[config.mk]
export PLATFORM = sky130hd
export DESIGN_NAME = bus_split
export DESIGN_NICKNAME = d
export VERILOG_FILES = /design/src/soc_bus_pkg.sv /design/src/soc_map_pkg.sv /design/src/bus_split.sv
export SDC_FILE = /design/constraint.sdc
export NUM_CORES = 1
export LEC_CHECK = 0
export BUFFER_PORTS_ARGS = -buffer_cell sky130_fd_sc_hd__buf_2
export CAP_MARGIN = 20
export CORE_ASPECT_RATIO = 1.1
export CORE_MARGIN = 1.5
export CORE_UTILIZATION = 25
export DETAILED_ROUTE_END_ITERATION = 8
export PLACE_DENSITY = 0.95
export SYNTH_ARGS = -nofsm -noshare
export SYNTH_HDL_FRONTEND = slang
export SYNTH_SLANG_ARGS = --single-unit
[constraint.sdc]
create_clock -name vclk -period 0.8
set_input_delay 0.04 -clock vclk [all_inputs]
set_output_delay 0.04 -clock vclk [all_outputs]
set_load 0.02 [all_outputs]
[src/soc_bus_pkg.sv]
package soc_bus_pkg;

   ////////////////////////////////////////////////////////////
   // native bus widths
   ////////////////////////////////////////////////////////////

   // byte address, top bit picks the region
   parameter int ADDR_W = 16;

   // one bus word
   parameter int DATA_W = 32;

   ////////////////////////////////////////////////////////////
   // bus field types
   ////////////////////////////////////////////////////////////

   typedef logic [ADDR_W-1:0] addr_t;

   typedef logic [DATA_W-1:0] data_t;

   // one bit per byte lane, all zero on a read
   typedef logic [DATA_W/8-1:0] strb_t;

   // serial character
   typedef logic [7:0] byte_t;

endpackage

[src/soc_map_pkg.sv]
package soc_map_pkg;

   ////////////////////////////////////////////////////////////
   // region decode
   ////////////////////////////////////////////////////////////

   // 0 selects the sram, 1 the uart
   parameter int PERIPH_BIT = soc_bus_pkg::ADDR_W - 1;

   ////////////////////////////////////////////////////////////
   // uart registers
   ////////////////////////////////////////////////////////////

   // word offset, address bits 3:2
   typedef logic [1:0] uart_reg_t;

   parameter uart_reg_t UART_TXDATA = 2'd0;
   parameter uart_reg_t UART_RXDATA = 2'd1;
   parameter uart_reg_t UART_STATUS = 2'd2;
   parameter uart_reg_t UART_DIV    = 2'd3;

   // status word bits
   parameter int STAT_RX_VALID = 0;
   parameter int STAT_TX_BUSY  = 1;

endpackage

[src/bus_split.sv]
module bus_split (
   // master side
   input  logic                valid,
   input  soc_bus_pkg::addr_t  address,
   output soc_bus_pkg::data_t  rdata,
   output logic                ready,

   // internal memory
   output logic                mem_valid,
   input  soc_bus_pkg::data_t  mem_rdata,
   input  logic                mem_ready,

   // uart
   output logic                uart_valid,
   input  soc_bus_pkg::data_t  uart_rdata,
   input  logic                uart_ready
);

   ////////////////////////////////////////////////////////////
   // region decode
   ////////////////////////////////////////////////////////////

   logic periph_sel;

   // request fields are held until ready, so the
   // select stays put for the whole transaction
   assign periph_sel = address[soc_map_pkg::PERIPH_BIT];

   ////////////////////////////////////////////////////////////
   // request steering
   ////////////////////////////////////////////////////////////

   // only one slave ever sees valid
   assign mem_valid  = valid & ~periph_sel;
   assign uart_valid = valid & periph_sel;

   ////////////////////////////////////////////////////////////
   // response return
   ////////////////////////////////////////////////////////////

   always_comb begin
      if (periph_sel) begin
         rdata = uart_rdata;
         ready = uart_ready;
      end else begin
         rdata = mem_rdata;
         ready = mem_ready;
      end
   end

endmodule

==> implementation parameters <==
Parameter                              Value

Status
  Result of the run ... finished with violations
  Violations in the final reports ... setup timing

Power and ir drop
  Reported leakage power ... 0.000806 uW
  Power density over cell area ... 719 nW/um2
  Maximum vdd drop ... 431 uV

Routing
  DRT met1 WL ... 617 um
  Detailed router's first-iteration violation count ... 3
  First-pass iteration count of the detailed router ... 4
  Metal2 WL ... between 1000 and 1500 um
  DR top layer ... met4
  Total via count in the routed design ... between 700 and 800
  Post-DR vias/cell ... about 4.4
  Sum of met3 wire segment lengths after detailed routing ... 117 um
  Final Routed Wirelength ... 2240 um
  Remaining antenna violation count ... 0
  Remaining routing DRC violations ... 0
  Post-DR wirelength/cell ... around 13 um

Timing
  Final Hold Violating Endpoints ... 0
  Final Critical Period ... 803 ps
  Worst Max-Slew Pin Slew ... roughly 110 ps
  Final WS setup ... -2.89 ps
  Setup repair after global routing missed its margin ... yes
  Upper clock frequency limit ... 1250 MHz
  Final period util ... 100%
  Setup violations, final ... 2
  Relative slew slack ... around 90%
  Min Hold Slack ... a little under 400 ps
  Slew Viols, Final ... 0
  Sum Neg Setup Slack ... -5.23 ps

Clocking
  Hold-fix buffer count after cts ... 0

Placement
  Setup Slack @ Placement ... -93.4 ps
  Total of buffers placed on input and output ports ... 103
  Half-perimeter wire length after detailed placement ... around 1800 um
  Final weighted congestion in routability-driven placement ... 0.681

Min path
  Hold crit path type ... in2out
  Number of cells on the worst hold path ... 3

Synth
  Adder and majority gate portion of the synthesized area ... 0%
  Simple-gate area share of the yosys netlist ... 2.25%
  Post-synthesis mux area share ... a little under nine tenths
  Total standard cell area after synthesis ... 556 um2
  Synth cell types ... 7
  Post-Synthesis Mean Instance Area ... 14.2 um2
  Post-synthesis cell count ... 39
  Dominant combinational cell family by area after synthesis ... multiplexers
  Fraction of the yosys area taken by sequential cells ... 0%
  Synthesis Warnings ... 0
  Compound-cell area share of the yosys netlist ... 0%
  Post-synthesis xor/xnor area fraction ... 0%
  Synthesized netlist net count ... 122

Worst setup path
  Critical Path Fanout Max ... 9
  Critical path arrival ... 760 ps
  Crit. End Element ... output port
  Start-to-end type of the worst setup path ... in2out
  Nature of the critical path startpoint ... input pin
  CP Data Required Time ... approximately 760 ps

Floorplanning
  Core Area ... 2040 um2
  Ports ... roughly 120
  Height of the chip ... 52.4 um
  Die W ... 47.9 um
  Die footprint ... 2510 um2
  Starting utilization of the core area ... 27.2%
  Row count ... 17

Global routing
  Gr usage total ... between 10% and 20%
  Wire length of the first global-routing pass ... approximately 2700 um
  Pin count of the biggest net entering global routing ... 10
  Total grt overflow ... 0
  Number of antenna violations at the first check in global routing ... 0
  Vias in the first global route ... between 700 and 800

Final layout
  Most common cell after layout, fill and taps aside ... buf_2
  Post-layout net count ... 229
  Sequential Area ... 0 um2
  Growth of design area from synthesis to finish ... 152%
  FFs & Latches ... 0
  Clock buffers ... 0
  Diodes inserted ... 0
  Share of final-layout standard cells stronger than drive strength 1 ... between 90% and 100%
  Most frequent cells in the layout ... buf_2 (71), buf_6 (31), mux2_4 (29)

Job
  Max-cap check violation count ... 0
## final cells by class
class / count / area [um2]
multi-input cells: 35 / 493
fillers: 175 / 642
repair buffers: 109 / 872
well taps: 28 / 35.0
## Yosys cell counts (all sizes together)
| library cell | count | share of area, % |
|---|---|---|
| and2 | 1 | 1.1 |
| nor2b | 1 | 1.1 |
| buf | 4 | 12 |
| mux2 | 33 | 86 |
## stage by stage
stage                     area [um2]  utilization, %  std cells  total power (uW)
after floorplan                  556               -         39               477
after global placement          1080            52.9        168               740
after detailed placement        1080            52.9        168               760
after CTS                       1320            64.4        171               944
after global routing            1400            68.6        172              1060
final                           1400            68.6        172              1010
## worst max-delay path, cell delays in order
cell and delay (ps):
buf_12 130, buf_16 150, mux2_4 310, buf_6 130
## power by group
group | internal [uW] | total (uW) | leakage [uW] | switching [uW]
Sequential | 0 | 0 | 0 | 0
Combinational | 614 | 1010 | 0.000806 | 393
Clock | 0 | 0 | 0 | 0
## path summary, 6_finish.rpt
path                       start        end  slack [ps]
setup / recovery     address[15]   rdata[6]          -3
hold / removal    uart_rdata[14]  rdata[14]         390
## timing repair
| action | in CTS | in global routing |
|---|---|---|
| buffers inserted | 0 | 0 |
| endpoints found under the setup margin | 33 | 14 |
| gates resized for setup | 51 | 19 |
| cloned | 3 | 1 |
## logic make-up (layout without fill, tap and decap cells)
group | after synthesis | after routing
buffers and inverters | 4 | 109
and+or+nand+nor | 2 | 2
muxes | 33 | 33
## metal layers
| metal | global-route usage, % | vias to the layer above |
|---|---|---|
| li1 | - | 358 |
| met2 | 32.4 | 42 |
| met1 | 12.9 | 353 |
| met3 | 0.690 | 2 |
| met5 | 0 | - |
| met4 | 1.80 | 0 |
Power figures use the tool's default switching activity.
