==> src/soc_bus_pkg.sv <==
package soc_bus_pkg;

   ////////////////////////////////////////////////////////////
   // native bus widths
   ////////////////////////////////////////////////////////////

   // byte address, top bit picks the region
   parameter int ADDR_W = 16;

   // one bus word
   parameter int DATA_W = 32;

   ////////////////////////////////////////////////////////////
   // bus field types
   ////////////////////////////////////////////////////////////

   typedef logic [ADDR_W-1:0] addr_t;

   typedef logic [DATA_W-1:0] data_t;

   // one bit per byte lane, all zero on a read
   typedef logic [DATA_W/8-1:0] strb_t;

   // serial character
   typedef logic [7:0] byte_t;

endpackage

==> src/soc_map_pkg.sv <==
package soc_map_pkg;

   ////////////////////////////////////////////////////////////
   // region decode
   ////////////////////////////////////////////////////////////

   // 0 selects the sram, 1 the uart
   parameter int PERIPH_BIT = soc_bus_pkg::ADDR_W - 1;

   ////////////////////////////////////////////////////////////
   // uart registers
   ////////////////////////////////////////////////////////////

   // word offset, address bits 3:2
   typedef logic [1:0] uart_reg_t;

   parameter uart_reg_t UART_TXDATA = 2'd0;
   parameter uart_reg_t UART_RXDATA = 2'd1;
   parameter uart_reg_t UART_STATUS = 2'd2;
   parameter uart_reg_t UART_DIV    = 2'd3;

   // status word bits
   parameter int STAT_RX_VALID = 0;
   parameter int STAT_TX_BUSY  = 1;

endpackage

==> src/uart_core.sv <==
module uart_core #(
   parameter logic [15:0] UART_DIV_RESET = 16'd16
) (
   input  logic                clk,
   input  logic                reset,

   input  logic                valid,
   input  soc_bus_pkg::addr_t  address,
   input  soc_bus_pkg::data_t  wdata,
   input  soc_bus_pkg::strb_t  wstrb,
   output soc_bus_pkg::data_t  rdata,
   output logic                ready,

   output logic                txd,
   input  logic                rxd,
   output logic                rts,
   input  logic                cts
);

   typedef enum logic [1:0] {TX_IDLE, TX_START, TX_DATA, TX_STOP} tx_state_t;
   typedef enum logic [1:0] {RX_IDLE, RX_START, RX_DATA, RX_STOP} rx_state_t;

   soc_map_pkg::uart_reg_t reg_sel;
   logic                   is_write, tx_wr, accept, rx_rd;
   logic [15:0]            divisor;
   soc_bus_pkg::data_t     rd_word;

   tx_state_t              tx_state;
   soc_bus_pkg::byte_t     hold_data, tx_shift;
   logic                   hold_full, tx_take, tx_tick, tx_busy;
   logic [15:0]            tx_cnt;
   logic [2:0]             tx_bit;

   rx_state_t              rx_state;
   soc_bus_pkg::byte_t     rx_shift, rx_buf;
   logic [1:0]             rx_sync;
   logic                   rx_in, rx_tick, rx_half, rx_valid;
   logic [15:0]            rx_cnt;
   logic [2:0]             rx_bit;

   ////////////////////////////////////////////////////////////
   // register access
   ////////////////////////////////////////////////////////////

   assign reg_sel  = address[3:2];
   assign is_write = |wstrb;
   assign tx_wr    = is_write && (reg_sel == soc_map_pkg::UART_TXDATA);
   assign rx_rd    = accept && !is_write && (reg_sel == soc_map_pkg::UART_RXDATA);

   // tx write stalls while the holding register is full
   assign accept = valid && !ready && !(tx_wr && hold_full);

   always_comb begin
      rd_word = '0;
      case (reg_sel)
         soc_map_pkg::UART_RXDATA: rd_word[7:0] = rx_buf;
         soc_map_pkg::UART_STATUS: begin
            rd_word[soc_map_pkg::STAT_RX_VALID] = rx_valid;
            rd_word[soc_map_pkg::STAT_TX_BUSY]  = tx_busy;
         end
         soc_map_pkg::UART_DIV:    rd_word[15:0] = divisor;
         default:                  rd_word = '0;
      endcase
   end

   always_ff @(posedge clk) begin
      if (reset) begin
         ready   <= 1'b0;
         divisor <= UART_DIV_RESET;
      end else begin
         ready <= accept;
         if (accept && is_write && reg_sel == soc_map_pkg::UART_DIV) begin
            divisor <= wdata[15:0];
         end
      end
   end

   always_ff @(posedge clk) begin
      if (accept) begin
         rdata <= rd_word;
      end
   end

   ////////////////////////////////////////////////////////////
   // transmitter, 8N1 lsb first
   ////////////////////////////////////////////////////////////

   // cts only matters when a frame is about to start
   assign tx_take = (tx_state == TX_IDLE) && hold_full && cts;
   assign tx_tick = (tx_cnt == divisor - 16'd1);
   assign tx_busy = hold_full || (tx_state != TX_IDLE);

   always_ff @(posedge clk) begin
      if (reset) begin
         tx_state  <= TX_IDLE;
         hold_full <= 1'b0;
         tx_cnt    <= '0;
         tx_bit    <= '0;
         txd       <= 1'b1;
      end else begin
         if (accept && tx_wr) begin
            hold_full <= 1'b1;
         end
         tx_cnt <= tx_tick ? '0 : tx_cnt + 16'd1;
         case (tx_state)
            TX_IDLE: begin
               tx_cnt <= '0;
               if (tx_take) begin
                  hold_full <= 1'b0;
                  tx_state  <= TX_START;
                  txd       <= 1'b0;
               end
            end
            TX_START: if (tx_tick) begin
               tx_state <= TX_DATA;
               tx_bit   <= '0;
               txd      <= tx_shift[0];
            end
            TX_DATA: if (tx_tick) begin
               if (tx_bit == 3'd7) begin
                  tx_state <= TX_STOP;
                  txd      <= 1'b1;
               end else begin
                  tx_bit <= tx_bit + 3'd1;
                  txd    <= tx_shift[1];
               end
            end
            default: if (tx_tick) begin
               tx_state <= TX_IDLE;
            end
         endcase
      end
   end

   always_ff @(posedge clk) begin
      if (accept && tx_wr) begin
         hold_data <= wdata[7:0];
      end
      if (tx_take) begin
         tx_shift <= hold_data;
      end else if (tx_state == TX_DATA && tx_tick) begin
         tx_shift <= tx_shift >> 1;
      end
   end

   ////////////////////////////////////////////////////////////
   // receiver, sampled at mid bit
   ////////////////////////////////////////////////////////////

   assign rx_in   = rx_sync[1];
   assign rx_tick = (rx_cnt == divisor - 16'd1);
   assign rx_half = (rx_cnt == (divisor >> 1) - 16'd1);

   // empty buffer lets the far end send
   assign rts = ~rx_valid;

   always_ff @(posedge clk) begin
      if (reset) begin
         rx_sync  <= 2'b11;
         rx_state <= RX_IDLE;
         rx_cnt   <= '0;
         rx_bit   <= '0;
         rx_valid <= 1'b0;
      end else begin
         rx_sync <= {rx_sync[0], rxd};
         rx_cnt  <= rx_tick ? '0 : rx_cnt + 16'd1;
         if (rx_rd) begin
            rx_valid <= 1'b0;
         end
         case (rx_state)
            RX_IDLE: begin
               rx_cnt <= '0;
               if (!rx_in) begin
                  rx_state <= RX_START;
               end
            end
            RX_START: if (rx_half) begin
               // realign the counter to mid bit, drop glitches
               rx_cnt   <= '0;
               rx_bit   <= '0;
               rx_state <= rx_in ? RX_IDLE : RX_DATA;
            end
            RX_DATA: if (rx_tick) begin
               rx_bit <= rx_bit + 3'd1;
               if (rx_bit == 3'd7) begin
                  rx_state <= RX_STOP;
               end
            end
            default: if (rx_tick) begin
               rx_state <= RX_IDLE;
               if (rx_in) begin
                  rx_valid <= 1'b1;
               end
            end
         endcase
      end
   end

   always_ff @(posedge clk) begin
      if (rx_state == RX_DATA && rx_tick) begin
         rx_shift <= {rx_in, rx_shift[7:1]};
      end
      if (rx_state == RX_STOP && rx_tick && rx_in) begin
         rx_buf <= rx_shift;
      end
   end

endmodule

==> config.mk <==
export PLATFORM = sky130hd
export DESIGN_NAME = uart_core
export DESIGN_NICKNAME = d
export VERILOG_FILES = /design/src/soc_bus_pkg.sv /design/src/soc_map_pkg.sv /design/src/uart_core.sv
export SDC_FILE = /design/constraint.sdc
export NUM_CORES = 1
export LEC_CHECK = 0
export BUFFER_PORTS_ARGS = -buffer_cell sky130_fd_sc_hd__buf_4
export CORE_ASPECT_RATIO = 1.75
export CORE_UTILIZATION = 58
export CTS_CLUSTER_SIZE = 20
export DETAILED_ROUTE_END_ITERATION = 10
export PLACE_DENSITY = 0.81
export SETUP_SLACK_MARGIN = 0.5
export SLEW_MARGIN = 15
export SYNTH_ARGS = -nofsm -noshare
export SYNTH_HDL_FRONTEND = slang
export SYNTH_SLANG_ARGS = --single-unit
==> constraint.sdc <==
create_clock -name clk -period 5.9 [get_ports clk]
set_input_delay 1.18 -clock clk [delete_from_list [all_inputs] [get_ports clk]]
set_output_delay 1.18 -clock clk [all_outputs]
set_load 0.01 [all_outputs]
==> summary.txt <==
Route
  • Via Count: 4905
  • Total Routed Length: 14.97 mm
  • Initial DRC count: 333
  • Via-to-Cell Ratio: 6.063
  • Met3 wire len: 808 um
  • Antenna-violating nets left: 0
  • Drt first pass iters: 5
  • WL met2: 7.944 mm
  • Top sig layer: met4
  • Routed wire per std cell: 18.50 um
  • WL met1: 5.257 mm
  • # DRC: 0

Place
  • Gpl congestion: 0.9268
  • # placed instances: 793
  • Port bufs: 45
  • DP HPWL: 10.94 mm

Run
  • Max-cap viol count: 0

Clock network
  • CTS tree: built
  • Worst-path clk slew: 0.07 ns
  • Clk buf depth: 2
  • Post-CTS resize count: 0
  • Clock root cell: clkbuf_16
  • Num CTS Buffers: 9
  • H-tree depth: 3
  • Hold buffers post-CTS: 0
  • Clock sinks: 112
  • Post-CTS Repair Setup Buffers: 0
  • Clock latency on the worst-skew pair: 0.36 ns

Yosys
  • Post-Synth XOR/XNOR Area: 12.51%
  • Ys flop type: dfxtp_1
  • Largest family of logic cells by synthesized area: simple AND/OR/NAND/NOR gates
  • Share of the synthesized area in the top cell type: 23.32%
  • EDFF count, synth: 48
  • Post-Syn Area: 6181 um^2
  • Simple-gate share of the synthesized area: 21.82%
  • Synth top area cells: edfxtp_1, dfxtp_1, xnor2_1, xor2_1, nor2_1
  • Top cells by count, synth: nor2_1, dfxtp_1, nand2_1, edfxtp_1, xnor2_1
  • Synthesis-stage register bit count: 112
  • Synth Instances: 660
  • Post-Synth Adder-Cell Area: 2.429%
  • Multiplexer share of the synthesized area: 2.895%
  • Most common cell in the netlist: nor2_1
  • Sequential area share after synthesis: 44.05%
  • YS warnings: 0
  • Syn avg cell area: 9.365 um^2
  • Compound-Gate Fraction of Synth Area: 10.10%
  • Cell variety after synth: 68
  • Post-synth top area cell: edfxtp_1
  • FFs w/ async S/R, synth: 0%

Timing
  • Max Freq: 232.4 MHz
  • Smallest hold slack: 0.4097 ns
  • Final hold vios: 0
  • Setup TNS: 0 ns
  • Final setup fails: 0
  • Final Max Slew Viols: 0
  • Clk_skew: 0.007319 ns
  • Tcrit/Tclk final: 72.92%
  • Worst Tran Pin Value: 0.9890 ns
  • RSZ-0062 raised after global routing: false
  • Slew headroom: 33.82%
  • Min Tclk post-route: 4.303 ns

Setup path
  • Critical Path Start Type: register
  • Max stage delay on crit path: 0.73 ns
  • Setup CP Type: register to register
  • Worst Setup End Kind: register
  • Slowest stage cell, crit path: nor4b_1
  • Crit path DAT: 4.30 ns
  • Most used cell, CP: nand3_1
  • Cell Chain, Critical Path: inv_1, ha_1, nor4b_1, nand3_1, xnor2_1, nor4_1, nand3_1, or4_1, nor2_1
  • Crit-path max FO: 10
  • CP required: 5.89 ns

Power
  • Net Sw Power: 0.0004571 W
  • LEAKAGE: 2.596 nW
  • Flop pwr share: 48.9%
  • Pwr Total: 0.001759 W
  • Sw frac: 25.99%
  • Pint: 0.001302 W
  • VDD IR max: 0.0002065 V
  • PwrDens: 258.8 nW/um^2
  • Clock power share: 37.9%
  • Logic pwr share: 13.2%

Final layout
  • Share of layout cells above drive strength 1: 12.17%
  • Non-filler cells, final: 809
  • Final Net Count: 746
  • Antenna Cells: 0
  • Area grow syn2layout: 9.960%

Global route
  • First-pass GRT wire length: 24.04 mm
  • Vias in the first global route: 4958
  • Initial antenna violation count: 0
  • Total grt overflow: 0
  • Largest net degree at the start of global routing: 32
  • All-layer global routing usage: 28.49%

Status
  • Status: finished clean

Hold path
  • Worst hold path type: register to register

Die
  • # rows: 49
  • Die W: 80.04 um
  • I/O pin count: 92
  • Core ar.: 10300 um^2
  • Die extent in y: 138.6 um
  • Die ar.: 11090 um^2
  • Initial Utilization: 60.01%
==> stage by stage <==
stage                     cell area [um^2]  utilization, %  setup slack [ns]
final                                 6797           65.99             1.597
after global placement                6470           62.82             1.789
after floorplan                       6237               -             1.241
after detailed placement              6470           62.82             1.655
after global routing                  6797           65.99             1.380
after CTS                             6797           65.99             1.646
==> flip-flops by register name, indices dropped and copies added, names as in the netlist <==
register	cells
divisor	16
hold_data	8
hold_full	1
rdata	16
ready	1
rx_bit	3
rx_buf	8
rx_cnt	16
rx_shift	8
rx_state	2
rx_sync	2
rx_valid	1
tx_bit	3
tx_cnt	16
tx_shift	8
tx_state	2
txd	1
==> power groups by stage <==
stage / clock network [W] / registers, W / logic (W)
floorplan: 0 / 0.000863 / 0.000177
global placement: 0 / 0.000875 / 0.000219
detailed placement: 0 / 0.000878 / 0.000228
CTS: 0.000674 / 0.000860 / 0.000229
global route: 0.000700 / 0.000864 / 0.000254
finish: 0.000667 / 0.000861 / 0.000231
==> cells by family after synthesis <==
group           after synthesis
compound gates               96
xor+xnor                     82
fa+ha+maj                    12
buf+inv                      80
flops                       112
mux                          17
other cells                   1
simple gates                260
==> worst max-delay path, delay by kind of cell (launching register included) <==
kind,cells,cell delay (ns)
xor gates and xnor gates,1,0.22
buffers and inverters,1,0.19
adders and majority gates,1,0.36
and+or+nand+nor,6,2.64
DFF,1,0.51
==> routing by layer <==
| layer | vias to the layer above | track usage, % |
|---|---|---|
| met1 | 2303 | 29.37 |
| met2 | 214 | 50.38 |
| met4 | 0 | 20.11 |
| li1 | 2315 | - |
| met5 | - | 0 |
| met3 | 73 | 4.934 |
==> cells in the final DEF, fill, tap and decap left out, drive strengths merged, types with 10 or more instances in the layout <==
master	instances
conb	16
or4	11
inv	26
buf	48
and3	19
mux2i	10
a21oi	29
xnor2	44
nor3	11
nand3	29
edfxtp	48
ha	12
xor2	34
nand2	63
clkbuf	10
nor4	10
nor2	73
o21ai	21
dfxtp	64
==> cell type report <==
class                   count  area (um^2)
inverters                  23        86.33
clock buffers              10        229.0
flip-flops and latches    112         2723
repair buffers             48        360.3
well taps                 127        158.9
clock inverters             6        97.59
multi-input cells         483         3142
fillers                   801         3503
==> final timing paths <==
| kind | startpoint | to | slack, ns | depth (start not counted) |
|---|---|---|---|---|
| hold / removal | rx_sync[0]$_SDFF_PP1_ | rx_sync[1]$_SDFF_PP1_ | 0.41 | 1 |
| setup reg to reg | divisor[2]$_SDFFE_PP0P_ | rx_buf[1]$_DFFE_PP_ | 1.60 | 9 |
| setup / recovery | divisor[2]$_SDFFE_PP0P_ | rx_buf[1]$_DFFE_PP_ | 1.60 | 9 |
| hold reg to reg | rx_sync[0]$_SDFF_PP1_ | rx_sync[1]$_SDFF_PP1_ | 0.41 | 1 |
Power figures use the tool's default switching activity.
